**src/hdl/mul16_pkg.sv**
```systemverilog
package mul16_pkg;

  // Operand byte, the input width of each quadrant multiplier
  localparam int HALF_W = 8;

  localparam int OPERAND_W = 2 * HALF_W;

  // Full product, also the width of the accumulation adders
  localparam int PRODUCT_W = 2 * OPERAND_W;

  // One operand word, seen whole or as its two bytes
  typedef union packed {
    logic [OPERAND_W-1:0] word;
    struct packed {
      logic [HALF_W-1:0] hi;
      logic [HALF_W-1:0] lo;
    } halves;
  } operand_u;

endpackage

```
**src/hdl/array_mult8.sv**
```systemverilog
`timescale 1ns/100ps

module array_mult8 (
  input  logic [mul16_pkg::HALF_W-1:0]    x,
  input  logic [mul16_pkg::HALF_W-1:0]    y,
  output logic [mul16_pkg::OPERAND_W-1:0] p
);
  import mul16_pkg::*;

  // pp[i][j] carries weight i+j
  logic [HALF_W-1:0] pp [HALF_W];

  // s[i][j] has weight i+j and c[i][j] has weight i+j+1
  logic [HALF_W-1:0] s [1:HALF_W-1];
  logic [HALF_W-2:0] c [1:HALF_W-1];

  // Carries of the final ripple row
  logic [HALF_W-2:0] rc;

  genvar i, j;

  for (i = 0; i < HALF_W; i++) begin : g_pp
    assign pp[i] = x & {HALF_W{y[i]}};
  end

  // First row only has two inputs per column
  for (j = 0; j < HALF_W-1; j++) begin : g_ha_row
    assign s[1][j] = pp[0][j+1] ^ pp[1][j];
    assign c[1][j] = pp[0][j+1] & pp[1][j];
  end
  assign s[1][HALF_W-1] = pp[1][HALF_W-1];

  // Carry-save rows pass carries down without rippling sideways
  for (i = 2; i < HALF_W; i++) begin : g_fa_row
    for (j = 0; j < HALF_W-1; j++) begin : g_fa
      assign s[i][j] = s[i-1][j+1] ^ pp[i][j] ^ c[i-1][j];
      assign c[i][j] = (s[i-1][j+1] & pp[i][j]) |
                       (c[i-1][j] & (s[i-1][j+1] ^ pp[i][j]));
    end
    // Leftmost column has nothing above it to add
    assign s[i][HALF_W-1] = pp[i][HALF_W-1];
  end

  // Low half of the product falls out of the rows directly
  assign p[0] = pp[0][0];
  for (i = 1; i < HALF_W; i++) begin : g_low
    assign p[i] = s[i][0];
  end

  // Ripple row resolves the last sums and carries into the high half
  assign p[HALF_W] = s[HALF_W-1][1] ^ c[HALF_W-1][0];
  assign rc[0]     = s[HALF_W-1][1] & c[HALF_W-1][0];

  for (j = 1; j < HALF_W-1; j++) begin : g_ripple
    assign p[HALF_W+j] = s[HALF_W-1][j+1] ^ c[HALF_W-1][j] ^ rc[j-1];
    assign rc[j]       = (s[HALF_W-1][j+1] & c[HALF_W-1][j]) |
                         (rc[j-1] & (s[HALF_W-1][j+1] ^ c[HALF_W-1][j]));
  end

  assign p[OPERAND_W-1] = rc[HALF_W-2];

endmodule

```
**src/hdl/partial_product_stage.sv**
```systemverilog
`timescale 1ns/100ps

module partial_product_stage (
  input  logic                            clk,
  input  logic                            rst,
  input  mul16_pkg::operand_u             a,
  input  mul16_pkg::operand_u             b,
  output logic [mul16_pkg::OPERAND_W-1:0] pp_ll,
  output logic [mul16_pkg::OPERAND_W-1:0] pp_lh,
  output logic [mul16_pkg::OPERAND_W-1:0] pp_hl,
  output logic [mul16_pkg::OPERAND_W-1:0] pp_hh
);
  import mul16_pkg::*;

  logic [OPERAND_W-1:0] ll;
  logic [OPERAND_W-1:0] lh;
  logic [OPERAND_W-1:0] hl;
  logic [OPERAND_W-1:0] hh;

  // Quadrant products
  array_mult8 mult_ll_i (
    .x (a.halves.lo),
    .y (b.halves.lo),
    .p (ll)
  );

  array_mult8 mult_lh_i (
    .x (a.halves.lo),
    .y (b.halves.hi),
    .p (lh)
  );

  array_mult8 mult_hl_i (
    .x (a.halves.hi),
    .y (b.halves.lo),
    .p (hl)
  );

  array_mult8 mult_hh_i (
    .x (a.halves.hi),
    .y (b.halves.hi),
    .p (hh)
  );

  always_ff @(posedge clk) begin
    if (rst) begin
      pp_ll <= '0;
      pp_lh <= '0;
      pp_hl <= '0;
      pp_hh <= '0;
    end else begin
      pp_ll <= ll;
      pp_lh <= lh;
      pp_hl <= hl;
      pp_hh <= hh;
    end
  end

endmodule

```
**src/hdl/cla_group.sv**
```systemverilog
`timescale 1ns/100ps

module cla_group #(
  parameter int GROUP_W = 4
) (
  input  logic [GROUP_W-1:0] p,
  input  logic [GROUP_W-1:0] g,
  input  logic               cin,
  output logic [GROUP_W-1:0] sum
);

  // gen[k] is the carry source entering bit k, cin for bit 0
  logic [GROUP_W-1:0] gen;
  logic [GROUP_W-1:0] c;
  logic               term;

  assign gen = {g[GROUP_W-2:0], cin};

  // Each carry as a flat sum of products, no ripple inside the group
  always_comb begin
    for (int i = 0; i < GROUP_W; i++) begin
      c[i] = 1'b0;
      for (int k = 0; k <= i; k++) begin
        term = gen[k];
        for (int m = k; m < i; m++) begin
          term = term & p[m];
        end
        c[i] = c[i] | term;
      end
    end
  end

  assign sum = p ^ c;

endmodule

```
**src/hdl/cla_adder.sv**
```systemverilog
`timescale 1ns/100ps

module cla_adder #(
  parameter int GROUP_W = 4
) (
  input  logic [mul16_pkg::PRODUCT_W-1:0] x,
  input  logic [mul16_pkg::PRODUCT_W-1:0] y,
  output logic [mul16_pkg::PRODUCT_W-1:0] sum
);
  import mul16_pkg::*;

  localparam int NUM_GROUPS = PRODUCT_W / GROUP_W;

  logic [PRODUCT_W-1:0]  p;
  logic [PRODUCT_W-1:0]  g;
  // Group propagate counts from group 1 up, group generate stops below the top group
  logic [NUM_GROUPS-1:1] grp_p;
  logic [NUM_GROUPS-2:0] grp_g;
  logic [NUM_GROUPS-1:0] grp_c;
  logic                  term_g;
  logic                  term_c;

  assign p = x ^ y;
  assign g = x & y;

  // Group propagate and generate
  always_comb begin
    for (int n = 1; n < NUM_GROUPS; n++) begin
      grp_p[n] = &p[n*GROUP_W +: GROUP_W];
    end
    for (int n = 0; n < NUM_GROUPS - 1; n++) begin
      grp_g[n] = 1'b0;
      for (int i = 0; i < GROUP_W; i++) begin
        term_g = g[n*GROUP_W+i];
        for (int m = i + 1; m < GROUP_W; m++) begin
          term_g = term_g & p[n*GROUP_W+m];
        end
        grp_g[n] = grp_g[n] | term_g;
      end
    end
  end

  // Second lookahead level across groups with the adder carry-in at zero
  always_comb begin
    grp_c[0] = 1'b0;
    for (int n = 1; n < NUM_GROUPS; n++) begin
      grp_c[n] = 1'b0;
      for (int k = 0; k < n; k++) begin
        term_c = grp_g[k];
        for (int m = k + 1; m < n; m++) begin
          term_c = term_c & grp_p[m];
        end
        grp_c[n] = grp_c[n] | term_c;
      end
    end
  end

  for (genvar n = 0; n < NUM_GROUPS; n++) begin : g_group
    cla_group #(
      .GROUP_W (GROUP_W)
    ) group_i (
      .p   (p[n*GROUP_W +: GROUP_W]),
      .g   (g[n*GROUP_W +: GROUP_W]),
      .cin (grp_c[n]),
      .sum (sum[n*GROUP_W +: GROUP_W])
    );
  end

endmodule

```
**src/hdl/product_accumulate.sv**
```systemverilog
`timescale 1ns/100ps

module product_accumulate #(
  parameter int GROUP_W = 4
) (
  input  logic                            clk,
  input  logic                            rst,
  input  logic [mul16_pkg::OPERAND_W-1:0] pp_ll,
  input  logic [mul16_pkg::OPERAND_W-1:0] pp_lh,
  input  logic [mul16_pkg::OPERAND_W-1:0] pp_hl,
  input  logic [mul16_pkg::OPERAND_W-1:0] pp_hh,
  output logic [mul16_pkg::PRODUCT_W-1:0] product
);
  import mul16_pkg::*;

  logic [PRODUCT_W-1:0] hh_ll;
  logic [PRODUCT_W-1:0] lh_aligned;
  logic [PRODUCT_W-1:0] hl_aligned;
  logic [PRODUCT_W-1:0] partial_sum;
  logic [PRODUCT_W-1:0] final_sum;

  // HH and LL do not overlap, so they are simply joined
  assign hh_ll = {pp_hh, pp_ll};

  // Cross products sit one byte up
  assign lh_aligned = {{HALF_W{1'b0}}, pp_lh, {HALF_W{1'b0}}};
  assign hl_aligned = {{HALF_W{1'b0}}, pp_hl, {HALF_W{1'b0}}};

  cla_adder #(
    .GROUP_W (GROUP_W)
  ) add_lh_i (
    .x   (hh_ll),
    .y   (lh_aligned),
    .sum (partial_sum)
  );

  cla_adder #(
    .GROUP_W (GROUP_W)
  ) add_hl_i (
    .x   (partial_sum),
    .y   (hl_aligned),
    .sum (final_sum)
  );

  always_ff @(posedge clk) begin
    if (rst) begin
      product <= '0;
    end else begin
      product <= final_sum;
    end
  end

endmodule

```
**src/hdl/mul16_pipe.sv**
```systemverilog
`timescale 1ns/100ps

module mul16_pipe #(
  parameter int GROUP_W = 4
) (
  input  logic                            clk,
  input  logic                            rst,
  input  mul16_pkg::operand_u             a,
  input  mul16_pkg::operand_u             b,
  output logic [mul16_pkg::PRODUCT_W-1:0] product
);
  import mul16_pkg::*;

  // Registered quadrant products between the two stages
  logic [OPERAND_W-1:0] pp_ll;
  logic [OPERAND_W-1:0] pp_lh;
  logic [OPERAND_W-1:0] pp_hl;
  logic [OPERAND_W-1:0] pp_hh;

  partial_product_stage pp_stage_i (
    .clk   (clk),
    .rst   (rst),
    .a     (a),
    .b     (b),
    .pp_ll (pp_ll),
    .pp_lh (pp_lh),
    .pp_hl (pp_hl),
    .pp_hh (pp_hh)
  );

  product_accumulate #(
    .GROUP_W (GROUP_W)
  ) accum_i (
    .clk     (clk),
    .rst     (rst),
    .pp_ll   (pp_ll),
    .pp_lh   (pp_lh),
    .pp_hl   (pp_hl),
    .pp_hh   (pp_hh),
    .product (product)
  );

endmodule

```
**config.mk**
```make
export PLATFORM = sky130hd
export DESIGN_NAME = mul16_pipe
export DESIGN_NICKNAME = d
export VERILOG_FILES = /design/src/hdl/mul16_pkg.sv /design/src/hdl/array_mult8.sv /design/src/hdl/partial_product_stage.sv /design/src/hdl/cla_group.sv /design/src/hdl/cla_adder.sv /design/src/hdl/product_accumulate.sv /design/src/hdl/mul16_pipe.sv
export SDC_FILE = /design/constraint.sdc
export NUM_CORES = 1
export LEC_CHECK = 0
export BUFFER_PORTS_ARGS = -buffer_cell sky130_fd_sc_hd__clkbuf_2
export CAP_MARGIN = 40
export CORE_UTILIZATION = 35
export DETAILED_ROUTE_END_ITERATION = 7
export PLACE_DENSITY = 0.59
export SLEW_MARGIN = 20
export SYNTH_ARGS = -nofsm -noshare
export SYNTH_HDL_FRONTEND = slang
export SYNTH_HIERARCHICAL = 1
export SYNTH_SLANG_ARGS = --single-unit
```
**constraint.sdc**
```tcl
create_clock -name clk -period 7.74 [get_ports clk]
set_clock_uncertainty 0.15 [all_clocks]
set_input_delay 0.774 -clock clk [delete_from_list [all_inputs] [get_ports clk]]
set_output_delay 0.774 -clock clk [all_outputs]
set_load 0.01 [all_outputs]
```
==> results of run 1 <==
-- per-stage QoR --
stage | instances | utilization, % | TNS (ns) | hold slack, ns
floorplan | 1260 | - | 0 | 0.546
global placement | 1782 | 39.2 | -0.00663 | 0.598
detailed placement | 1782 | 39.2 | -0.285 | 0.583
CTS | 1798 | 40.1 | 0 | 0.618
global route | 1798 | 40.1 | 0 | 0.672
finish | 1798 | 40.1 | 0 | 0.617
-- registers in the layout, summed over array words and instances, names as in the netlist --
register and cells:
accum_i/product 32, pp_stage_i/pp_hh 16, pp_stage_i/pp_hl 16, pp_stage_i/pp_lh 16, pp_stage_i/pp_ll 16
-- metal layers --
metal / global-route usage [%] / up-vias / share of wire [%]
met4: 4.40 / 0 / 2.0
met2: 25.3 / 73 / 45
met5: 0 / - / 0
met3: 1.99 / 20 / 2.7
met1: 21.5 / 3808 / 51
li1: - / 4016 / -
-- final cells by class --
cell class              instances  share of cell area (%)
inverters                     204                    5.83
clock buffers                   9                    1.71
well taps                     442                    4.21
flip-flops and latches         96                    14.6
repair buffers                 94                    4.15
clock inverters                 7                   0.362
multi-input cells             946                    69.1
-- cell usage in the layout (no fill, tap or decap), types with 18 or more instances in the layout --
cell,n
dfxtp_1,96
buf_4,30
nor3_1,18
inv_1,204
ha_1,112
clkbuf_2,64
nor2b_2,60
nor2_1,24
nor2b_1,38
a21oi_1,38
fa_1,192
and2_1,149
conb_1,34
nand2_1,136
-- power by group --
part	leakage, nW	internal, mW	total [mW]	switching, mW
combinational	5.48	1.28	2.65	1.37
sequential	0.798	0.673	0.728	0.0546
clock	0.132	0.218	0.423	0.205
-- worst min-delay path, stage by stage (launching register included) --
cell and delay (ns):
dfxtp_1 0.31, ha_1 0.18, ha_1 0.14, nor2b_1 0.10
-- kinds of logic (layout without fill, tap and decap cells) --
kind of cell,Yosys count,in the layout,synth area share [%]
flops,96,96,16.3
other cells,3,34,0.0956
buf+inv,218,314,7.60
fa+ha+maj,304,304,44.5
xor+xnor,32,32,2.38
compound gates,104,104,6.10
simple gates,472,472,23.0
-- how the worst max path moves through the flow --
stage / start / end / slack [ns] / cells after the start
2_1_floorplan: a[14] / pp_stage_i/pp_hl[14] / 0.42 / 18
3_3_place_gp: b[1] / pp_stage_i/pp_ll[14] / -0.007 / 19
3_5_place_dp: b[0] / pp_stage_i/pp_ll[14] / -0.1 / 19
4_1_cts: b[0] / pp_stage_i/pp_ll[14] / 0.28 / 19
5_1_grt: b[1] / pp_stage_i/pp_hl[14] / 0.06 / 19
6_report: b[1] / pp_stage_i/pp_hl[14] / 0.30 / 19
==> results_dict.tcl, run 1 <==
set metrics [dict create \
    gp_congestion 0.810 \
    clock-sinks 96 \
    finalCritPeriodShare_pct 96.1 \
    finalSetupViolations 0 \
    cp_top_family "adder cells" \
    syn_to_final_growth_pct 11.5 \
    fmax_mhz 134 \
    r2r_cells 21 \
    r2r_setup_slack_ns 3.23 \
    htreeDepth 3 \
    r2r-start "pp_stage_i/pp_ll[14]" \
    die_w_um 185 \
    path_buf_inv 3 \
    syn_area_um2 11800 \
    multi_input_area_um2 9070 \
    hold_depth 3 \
    placed_area_um2 12900 \
    clk_latency_ns 0.36 \
    drtIter0Drc 233 \
    fillers 3342 \
    hpwlAfterDp_um 20000 \
    grt_max_degree 57 \
    clkTransAtPathRegs_ns 0.07 \
    hold_path.class "reg -> reg" \
    grt_pass1_vias 8370 \
    final_nets 1689 \
    synth-main-ff-cell "dfxtp_1" \
    ys_ff_latch 96 \
    min-delay-start "pp_stage_i/pp_hl[0]" \
    final_area_um2 13100 \
    synth.most_common_cell "inv_1" \
    cts_made_buffers 9 \
    async_flop_share_pct 0 \
    start_util_pct 35.9 \
    cts_tree "done" \
    cellPowerDensity_nw_per_um2 289 \
    cts_resized 0 \
    detail_route.wl_per_cell_um 13.5 \
    synth_commonest_cells "inv_1 (204), fa_1 (192), and2_1 (149)" \
    path_common_cell "fa_1" \
    tightest_slew_ns 0.710 \
    yosysTopAreaCell "fa_1" \
    antenna_found_initial 0 \
    fin_ws_ns 0.304 \
    viasPerCell 4.40 \
    grt_usage_pct 15.5 \
    ir_worst_vdd_mv 0.148 \
    grt_pass1_wl_um 41900 \
    grt_overflow 0 \
    ff_latch_area_um2 1920 \
    leakagePower_nw 6.41 \
    clockRootBuffer "clkbuf_16" \
    avgSynthCellArea_um2 9.58 \
    drive_gt1_share_pct 14.8 \
    crit_chain "clkbuf_2, and2_1, ha_1, inv_1, fa_1, fa_1, inv_1, fa_1, fa_1, fa_1, fa_1, ha_1, fa_1, fa_1, fa_1, fa_1, fa_1, fa_1, nor2b_2" \
    synth_edf_count 0 \
    synthCells 1229 \
    crit-reg2reg-capture "accum_i/product[31]" \
    drc_errors 0 \
    via_count 7917 \
    firstDrtPassIters 4 \
    worstSetupStartpointType "input port" \
    cap_violations 0 \
    crit_required_ns 7.82 \
    finalPower_mw 3.80 \
    end_kind "register" \
    critPathMaxFanout 13 \
    cp.arrival_ns 7.51 \
    yosysUniqueCellTypes 40 \
    slew_viol_final 0 \
    rows 66 \
    finalWirelength_um 24300 \
    yosysSeqAreaShare_pct 16.3 \
    core-area_um2 32800 \
    rsz0062_at_grt "no" \
    n_antenna_cell 0 \
    min_to "accum_i/product[8]" \
    hold_buffers 0 \
    slowest_stage "fa_1" \
    die_h_um 185 \
    outcome "complete, no violations" \
    synthTopCellsByArea "fa_1 (33%), dfxtp_1 (16%), ha_1 (12%)" \
    clockBufferDepth 2 \
    die-area_um2 34400 \
    pre_cts_slack_ns -0.0998 \
    ant_nets 0 \
    postCtsSetupBuffers 0 \
    ios 66 \
    yosysTopAreaCellShare_pct 32.6 \
    critical_path_class "in -> reg" \
    max_stage_delay_ns 0.57 \
    slew_headroom_pct 52.7 \
    period_needed_ns 7.44 \
    port_buffers 65 \
    yosysWarnings 6 \
    hold_violations 0 \
]
Power figures use the tool's default switching activity.
==> inputs of run 2 (changes only) <==
--- a/config.mk
+++ b/config.mk
@@ -9,7 +9,7 @@
 export CAP_MARGIN = 40
 export CORE_UTILIZATION = 35
 export DETAILED_ROUTE_END_ITERATION = 7
-export PLACE_DENSITY = 0.59
+export PLACE_DENSITY = 0.54
 export SLEW_MARGIN = 20
 export SYNTH_ARGS = -nofsm -noshare
 export SYNTH_HDL_FRONTEND = slang
==> constraint.sdc (replaced) <==
create_clock -name clk -period 7.6 [get_ports clk]
set_clock_uncertainty 0.15 [all_clocks]
set_input_delay 0.76 -clock clk [delete_from_list [all_inputs] [get_ports clk]]
set_output_delay 0.76 -clock clk [all_outputs]
set_load 0.01 [all_outputs]
==> results_dict.tcl, run 2 (same netlist as run 1, synthesis figures left out) <==
set metrics [dict create \
    core-area_um2 32800 \
    cellPowerDensity_nw_per_um2 294 \
    dp_cells 1788 \
    detail_route.wl_per_cell_um 13.8 \
    die_w_um 185 \
    grt_pass1_wl_um 42900 \
    period_needed_ns 7.36 \
    start_util_pct 35.9 \
    crit_required_ns 7.69 \
    ant_nets 0 \
    finalSetupViolations 0 \
    via_count 7903 \
    port_buffers 65 \
    tightest_slew_ns 0.713 \
    finalCritPeriodShare_pct 96.8 \
    hpwlAfterDp_um 20800 \
    grt_max_degree 57 \
    final_nets 1695 \
    slew_headroom_pct 52.5 \
    drtIter0Drc 188 \
    end_kind "register" \
    drc_errors 0 \
    die-area_um2 34400 \
    clockRootBuffer "clkbuf_16" \
    ir_worst_vdd_mv 0.130 \
    slowest_stage "fa_1" \
    hold_buffers 0 \
    leakagePower_nw 6.46 \
    hold_path.class "reg -> reg" \
    path_common_cell "fa_1" \
    gp_congestion 0.851 \
    grt_usage_pct 16.0 \
    cts_made_buffers 9 \
    largest_reg_flops 32 \
    max_stage_delay_ns 0.56 \
    outcome "complete, no violations" \
    slew_viol_final 0 \
    firstDrtPassIters 5 \
    critPathMaxFanout 13 \
    viasPerCell 4.38 \
    clk_latency_ns 0.37 \
    n_antenna_cell 0 \
    clockBufferDepth 2 \
    final_common_cell "inv_1" \
    rsz0062_at_grt "no" \
    cap_violations 0 \
    ios 66 \
    critical_path_class "in -> reg" \
    cp.arrival_ns 7.45 \
    rows 66 \
    fmax_mhz 136 \
    finalPower_mw 3.90 \
    hold_violations 0 \
    grt_pass1_vias 8656 \
    grt_overflow 0 \
    cts_tree "done" \
    crit_chain "buf_2, and2_1, ha_1, inv_1, fa_1, fa_1, inv_1, fa_1, fa_1, fa_1, fa_1, ha_1, fa_1, fa_1, fa_1, fa_1, fa_1, fa_1, nor2b_2" \
    clock-sinks 96 \
    syn_to_final_growth_pct 12.5 \
    clkTransAtPathRegs_ns 0.07 \
    antenna_found_initial 1 \
    largest_register "accum_i/product" \
    final_cell_mix "inv_1 (204), fa_1 (190), and2_1 (149)" \
    drive_gt1_share_pct 15.3 \
    htreeDepth 3 \
    worstSetupStartpointType "input port" \
    finalWirelength_um 24800 \
    die_h_um 185 \
    stdcell_count 1804 \
]
## run 2: changes by cell type in the layout (fill, tap and decap cells not counted), sizes merged
cell      change
buf           +8
bufinv        +2
clkbuf        -2
clkinv        -1
clkinvlp      -1
## run 2: path summary, 6_finish.rpt
| path | from | to | slack, ns | depth (start not counted) |
|---|---|---|---|---|
| worst max-delay path | b[1] | pp_stage_i/pp_hl[14] | 0.24 | 19 |
| worst min-delay path | pp_stage_i/pp_hl[8] | accum_i/product[16] | 0.63 | 3 |
| worst max register to register | pp_stage_i/pp_ll[9] | accum_i/product[31] | 3.19 | 21 |
| worst min register to register | pp_stage_i/pp_hl[8] | accum_i/product[16] | 0.63 | 3 |
## run 2: power by group
part	switching, mW	leakage [nW]	total (mW)	internal [mW]
Sequential	0.0568	0.798	0.742	0.686
Combinational	1.36	5.50	2.65	1.29
Clock	0.219	0.158	0.512	0.293
## run 2: what timing repair did
action / 4_1_cts / 5_1_grt
endpoints found under the setup margin: 0 / 4
endpoints found under the hold margin: 0 / 0
resized for setup: 0 / 4
buffers inserted: 0 / 0
## run 2: metal layers
layer  wire (µm)  track usage [%]  vias to the layer above  share of wire [%]
met2       11000             26.3                       94                 44
met3         818             1.85                       31                3.3
met1       12400             21.6                     3745                 50
met4         602             5.85                        2                2.4
met5          12                0                        -              0.048
li1            -                -                     4031                  -
## run 2: final cells by class
cell class | count | area (µm²)
clock buffers | 9 | 225
flip-flops and latches | 96 | 1920
well taps | 442 | 553
multi-input cells | 946 | 9080
clock inverters | 7 | 105
fillers | 3348 | 19500
repair buffers | 100 | 591
inverters | 204 | 766
## run 2: through the flow
| step | hold WS (ns) | setup TNS (ns) | setup WS, ns | cell area [µm²] | util, % |
|---|---|---|---|---|---|
| floorplan | 0.546 | 0 | 0.296 | 11900 | - |
| global placement | 0.605 | -0.665 | -0.176 | 12900 | 39.4 |
| detailed placement | 0.606 | -1.01 | -0.244 | 12900 | 39.4 |
| CTS | 0.633 | 0 | 0.143 | 13200 | 40.4 |
| global route | 0.684 | 0 | 0.00685 | 13200 | 40.4 |
| finish | 0.626 | 0 | 0.240 | 13200 | 40.4 |
## run 2: worst max-delay path, delay by kind of cell
kind / cells / cell delay, ns
adder cells (fa/ha/maj): 14 / 6.04
buffers and inverters: 3 / 0.30
AND/OR/NAND/NOR: 2 / 0.34
==> inputs of run 3 (changes only) <==
--- a/config.mk
+++ b/config.mk
@@ -13,5 +13,4 @@
 export SLEW_MARGIN = 20
 export SYNTH_ARGS = -nofsm -noshare
 export SYNTH_HDL_FRONTEND = slang
-export SYNTH_HIERARCHICAL = 1
 export SYNTH_SLANG_ARGS = --single-unit
==> results_dict.tcl, run 3 <==
set metrics [dict create \
    worstSetupStartpointType "input port" \
    tightest_slew_ns 0.500 \
    period_needed_ns 7.16 \
    cp.arrival_ns 7.25 \
    r2r_setup_slack_ns 3.25 \
    min-delay-start "pp_stage_i.pp_ll[0]" \
    rsz0062_at_grt "no" \
    critical_path_class "in -> reg" \
    tns_ns 0 \
    cts_tree "done" \
    ant_nets 0 \
    placed_area_um2 11200 \
    yosysWarnings 0 \
    clockBufferDepth 2 \
    n_antenna_cell 0 \
    htreeDepth 3 \
    ys_ff_latch 96 \
    die_h_um 174 \
    via_count 6536 \
    end_kind "register" \
    synthCells 1067 \
    clockRootBuffer "clkbuf_16" \
    final_nets 1435 \
    slew_viol_final 0 \
    firstDrtPassIters 4 \
    clk_latency_ns 0.35 \
    viasPerCell 4.34 \
    largest_reg_flops 32 \
    final_area_um2 11500 \
    largest_register "accum_i.product" \
    outcome "complete, no violations" \
    fmax_mhz 140 \
    cellPowerDensity_nw_per_um2 275 \
    rows 62 \
    synth.most_common_cell "fa_1" \
    r2r-start "pp_stage_i.pp_ll[9]" \
    avgSynthCellArea_um2 9.72 \
    detail_route.wl_per_cell_um 14.0 \
    cap_violations 0 \
    drive_gt1_share_pct 8.73 \
    synth_nets 1385 \
    port_buffers 65 \
    final_common_cell "fa_1" \
    yosysTopAreaCellShare_pct 38.6 \
    core-area_um2 28900 \
    grt_max_degree 69 \
    drtIter0Drc 204 \
    cts_resized 0 \
    yosysUniqueCellTypes 29 \
    ios 66 \
    synth_commonest_cells "fa_1 (200), inv_1 (184), and2_1 (156)" \
    cts_made_buffers 9 \
    synthTopCellsByArea "fa_1 (39%), dfxtp_1 (19%), ha_1 (10%)" \
    finalSetupViolations 0 \
    hold_path.class "reg -> reg" \
    grt_pass1_wl_um 36500 \
    die_w_um 174 \
    ir_worst_vdd_mv 0.112 \
    final_cell_mix "fa_1 (200), inv_1 (184), and2_1 (156)" \
    hpwlAfterDp_um 17200 \
    drc_errors 0 \
    finalWirelength_um 21200 \
    grt_pass1_vias 7160 \
    start_util_pct 35.8 \
    die-area_um2 30300 \
    postCtsSetupBuffers 0 \
    crit_required_ns 7.68 \
    yosysTopAreaCell "fa_1" \
    utilization_pct 39.6 \
    syn_to_final_growth_pct 10.4 \
    antenna_found_initial 0 \
    startpoint "b[0]" \
    critPathMaxFanout 10 \
    async_flop_share_pct 0 \
    hold_violations 0 \
    clock-sinks 96 \
    finalCritPeriodShare_pct 94.3 \
    syn_area_um2 10400 \
    hold_buffers 0 \
    leakagePower_nw 5.63 \
    grt_overflow 0 \
    synth_edf_count 0 \
    gp_congestion 0.802 \
    synth-main-ff-cell "dfxtp_1" \
    slew_headroom_pct 66.3 \
    yosysSeqAreaShare_pct 18.5 \
    clkTransAtPathRegs_ns 0.08 \
    grt_usage_pct 15.3 \
]
-- run 3: cell count changes after synthesis, sizes merged, moves of 7 or more --
cell,delta
fa,+8
nand2,-32
ha,-28
nor2b,-42
xor2,-7
buf,-13
clkbuf,+41
o211ai,-13
xnor2,-8
inv,-19
nand4,-7
a21oi,-26
-- run 3: logic make-up after synthesis --
family / synth area share [%]
AO/OA/AOI/OAI: 3.17
adder cells (fa/ha/maj): 48.7
XOR/XNOR: 1.44
buffers and inverters: 8.23
AND/OR/NAND/NOR: 19.9
flip-flops: 18.5
-- run 3: where the power goes --
group	switching (mW)	internal, mW
clock network	0.210	0.243
registers	0.0579	0.666
logic	1.06	0.914
total	1.33	1.82
-- run 3: final timing paths --
kind,end,cells after the start
min reg2reg,accum_i.product[0],1
min,accum_i.product[0],1
max reg2reg,accum_i.product[30],20
max,pp_stage_i.pp_ll[14],19
-- run 3: worst max-delay path: stages --
cell      delay, ns
clkbuf_2       0.21
and2_1         0.20
ha_1           0.27
inv_1          0.05
fa_1           0.52
inv_1          0.06
fa_1           0.44
fa_1           0.47
fa_1           0.52
fa_1           0.52
fa_1           0.50
ha_1           0.22
fa_1           0.38
fa_1           0.39
fa_1           0.39
fa_1           0.39
fa_1           0.39
fa_1           0.42
nor2b_1        0.13
-- run 3: layout make-up --
| type | count | area, µm² |
|---|---|---|
| Inverter | 185 | 694 |
| Sequential cell | 96 | 1920 |
| Multi-Input combinational cell | 744 | 7600 |
| Clock inverter | 5 | 38.8 |
| Clock buffer | 11 | 253 |
| Timing Repair Buffer | 81 | 468 |
| Tap cell | 384 | 480 |
| Fill cell | 2951 | 17500 |
-- run 3: per-layer routing --
metal	GRT usage (%)	vias up	part of all wire, %
met5	0	-	0
met4	3.76	0	1.2
met3	1.90	13	3.0
met2	24.9	75	44
met1	21.6	3183	52
li1	-	3265	-
-- run 3: stage by stage --
stage	hold slack, ns	setup WS [ns]	power, mW	instances
after floorplan	0.264	0.373	2.14	1067
after global placement	0.278	0.0650	2.73	1489
after detailed placement	0.276	0.00681	2.74	1490
after CTS	0.290	0.404	3.21	1506
after global routing	0.308	0.167	3.54	1506
final	0.282	0.435	3.15	1506
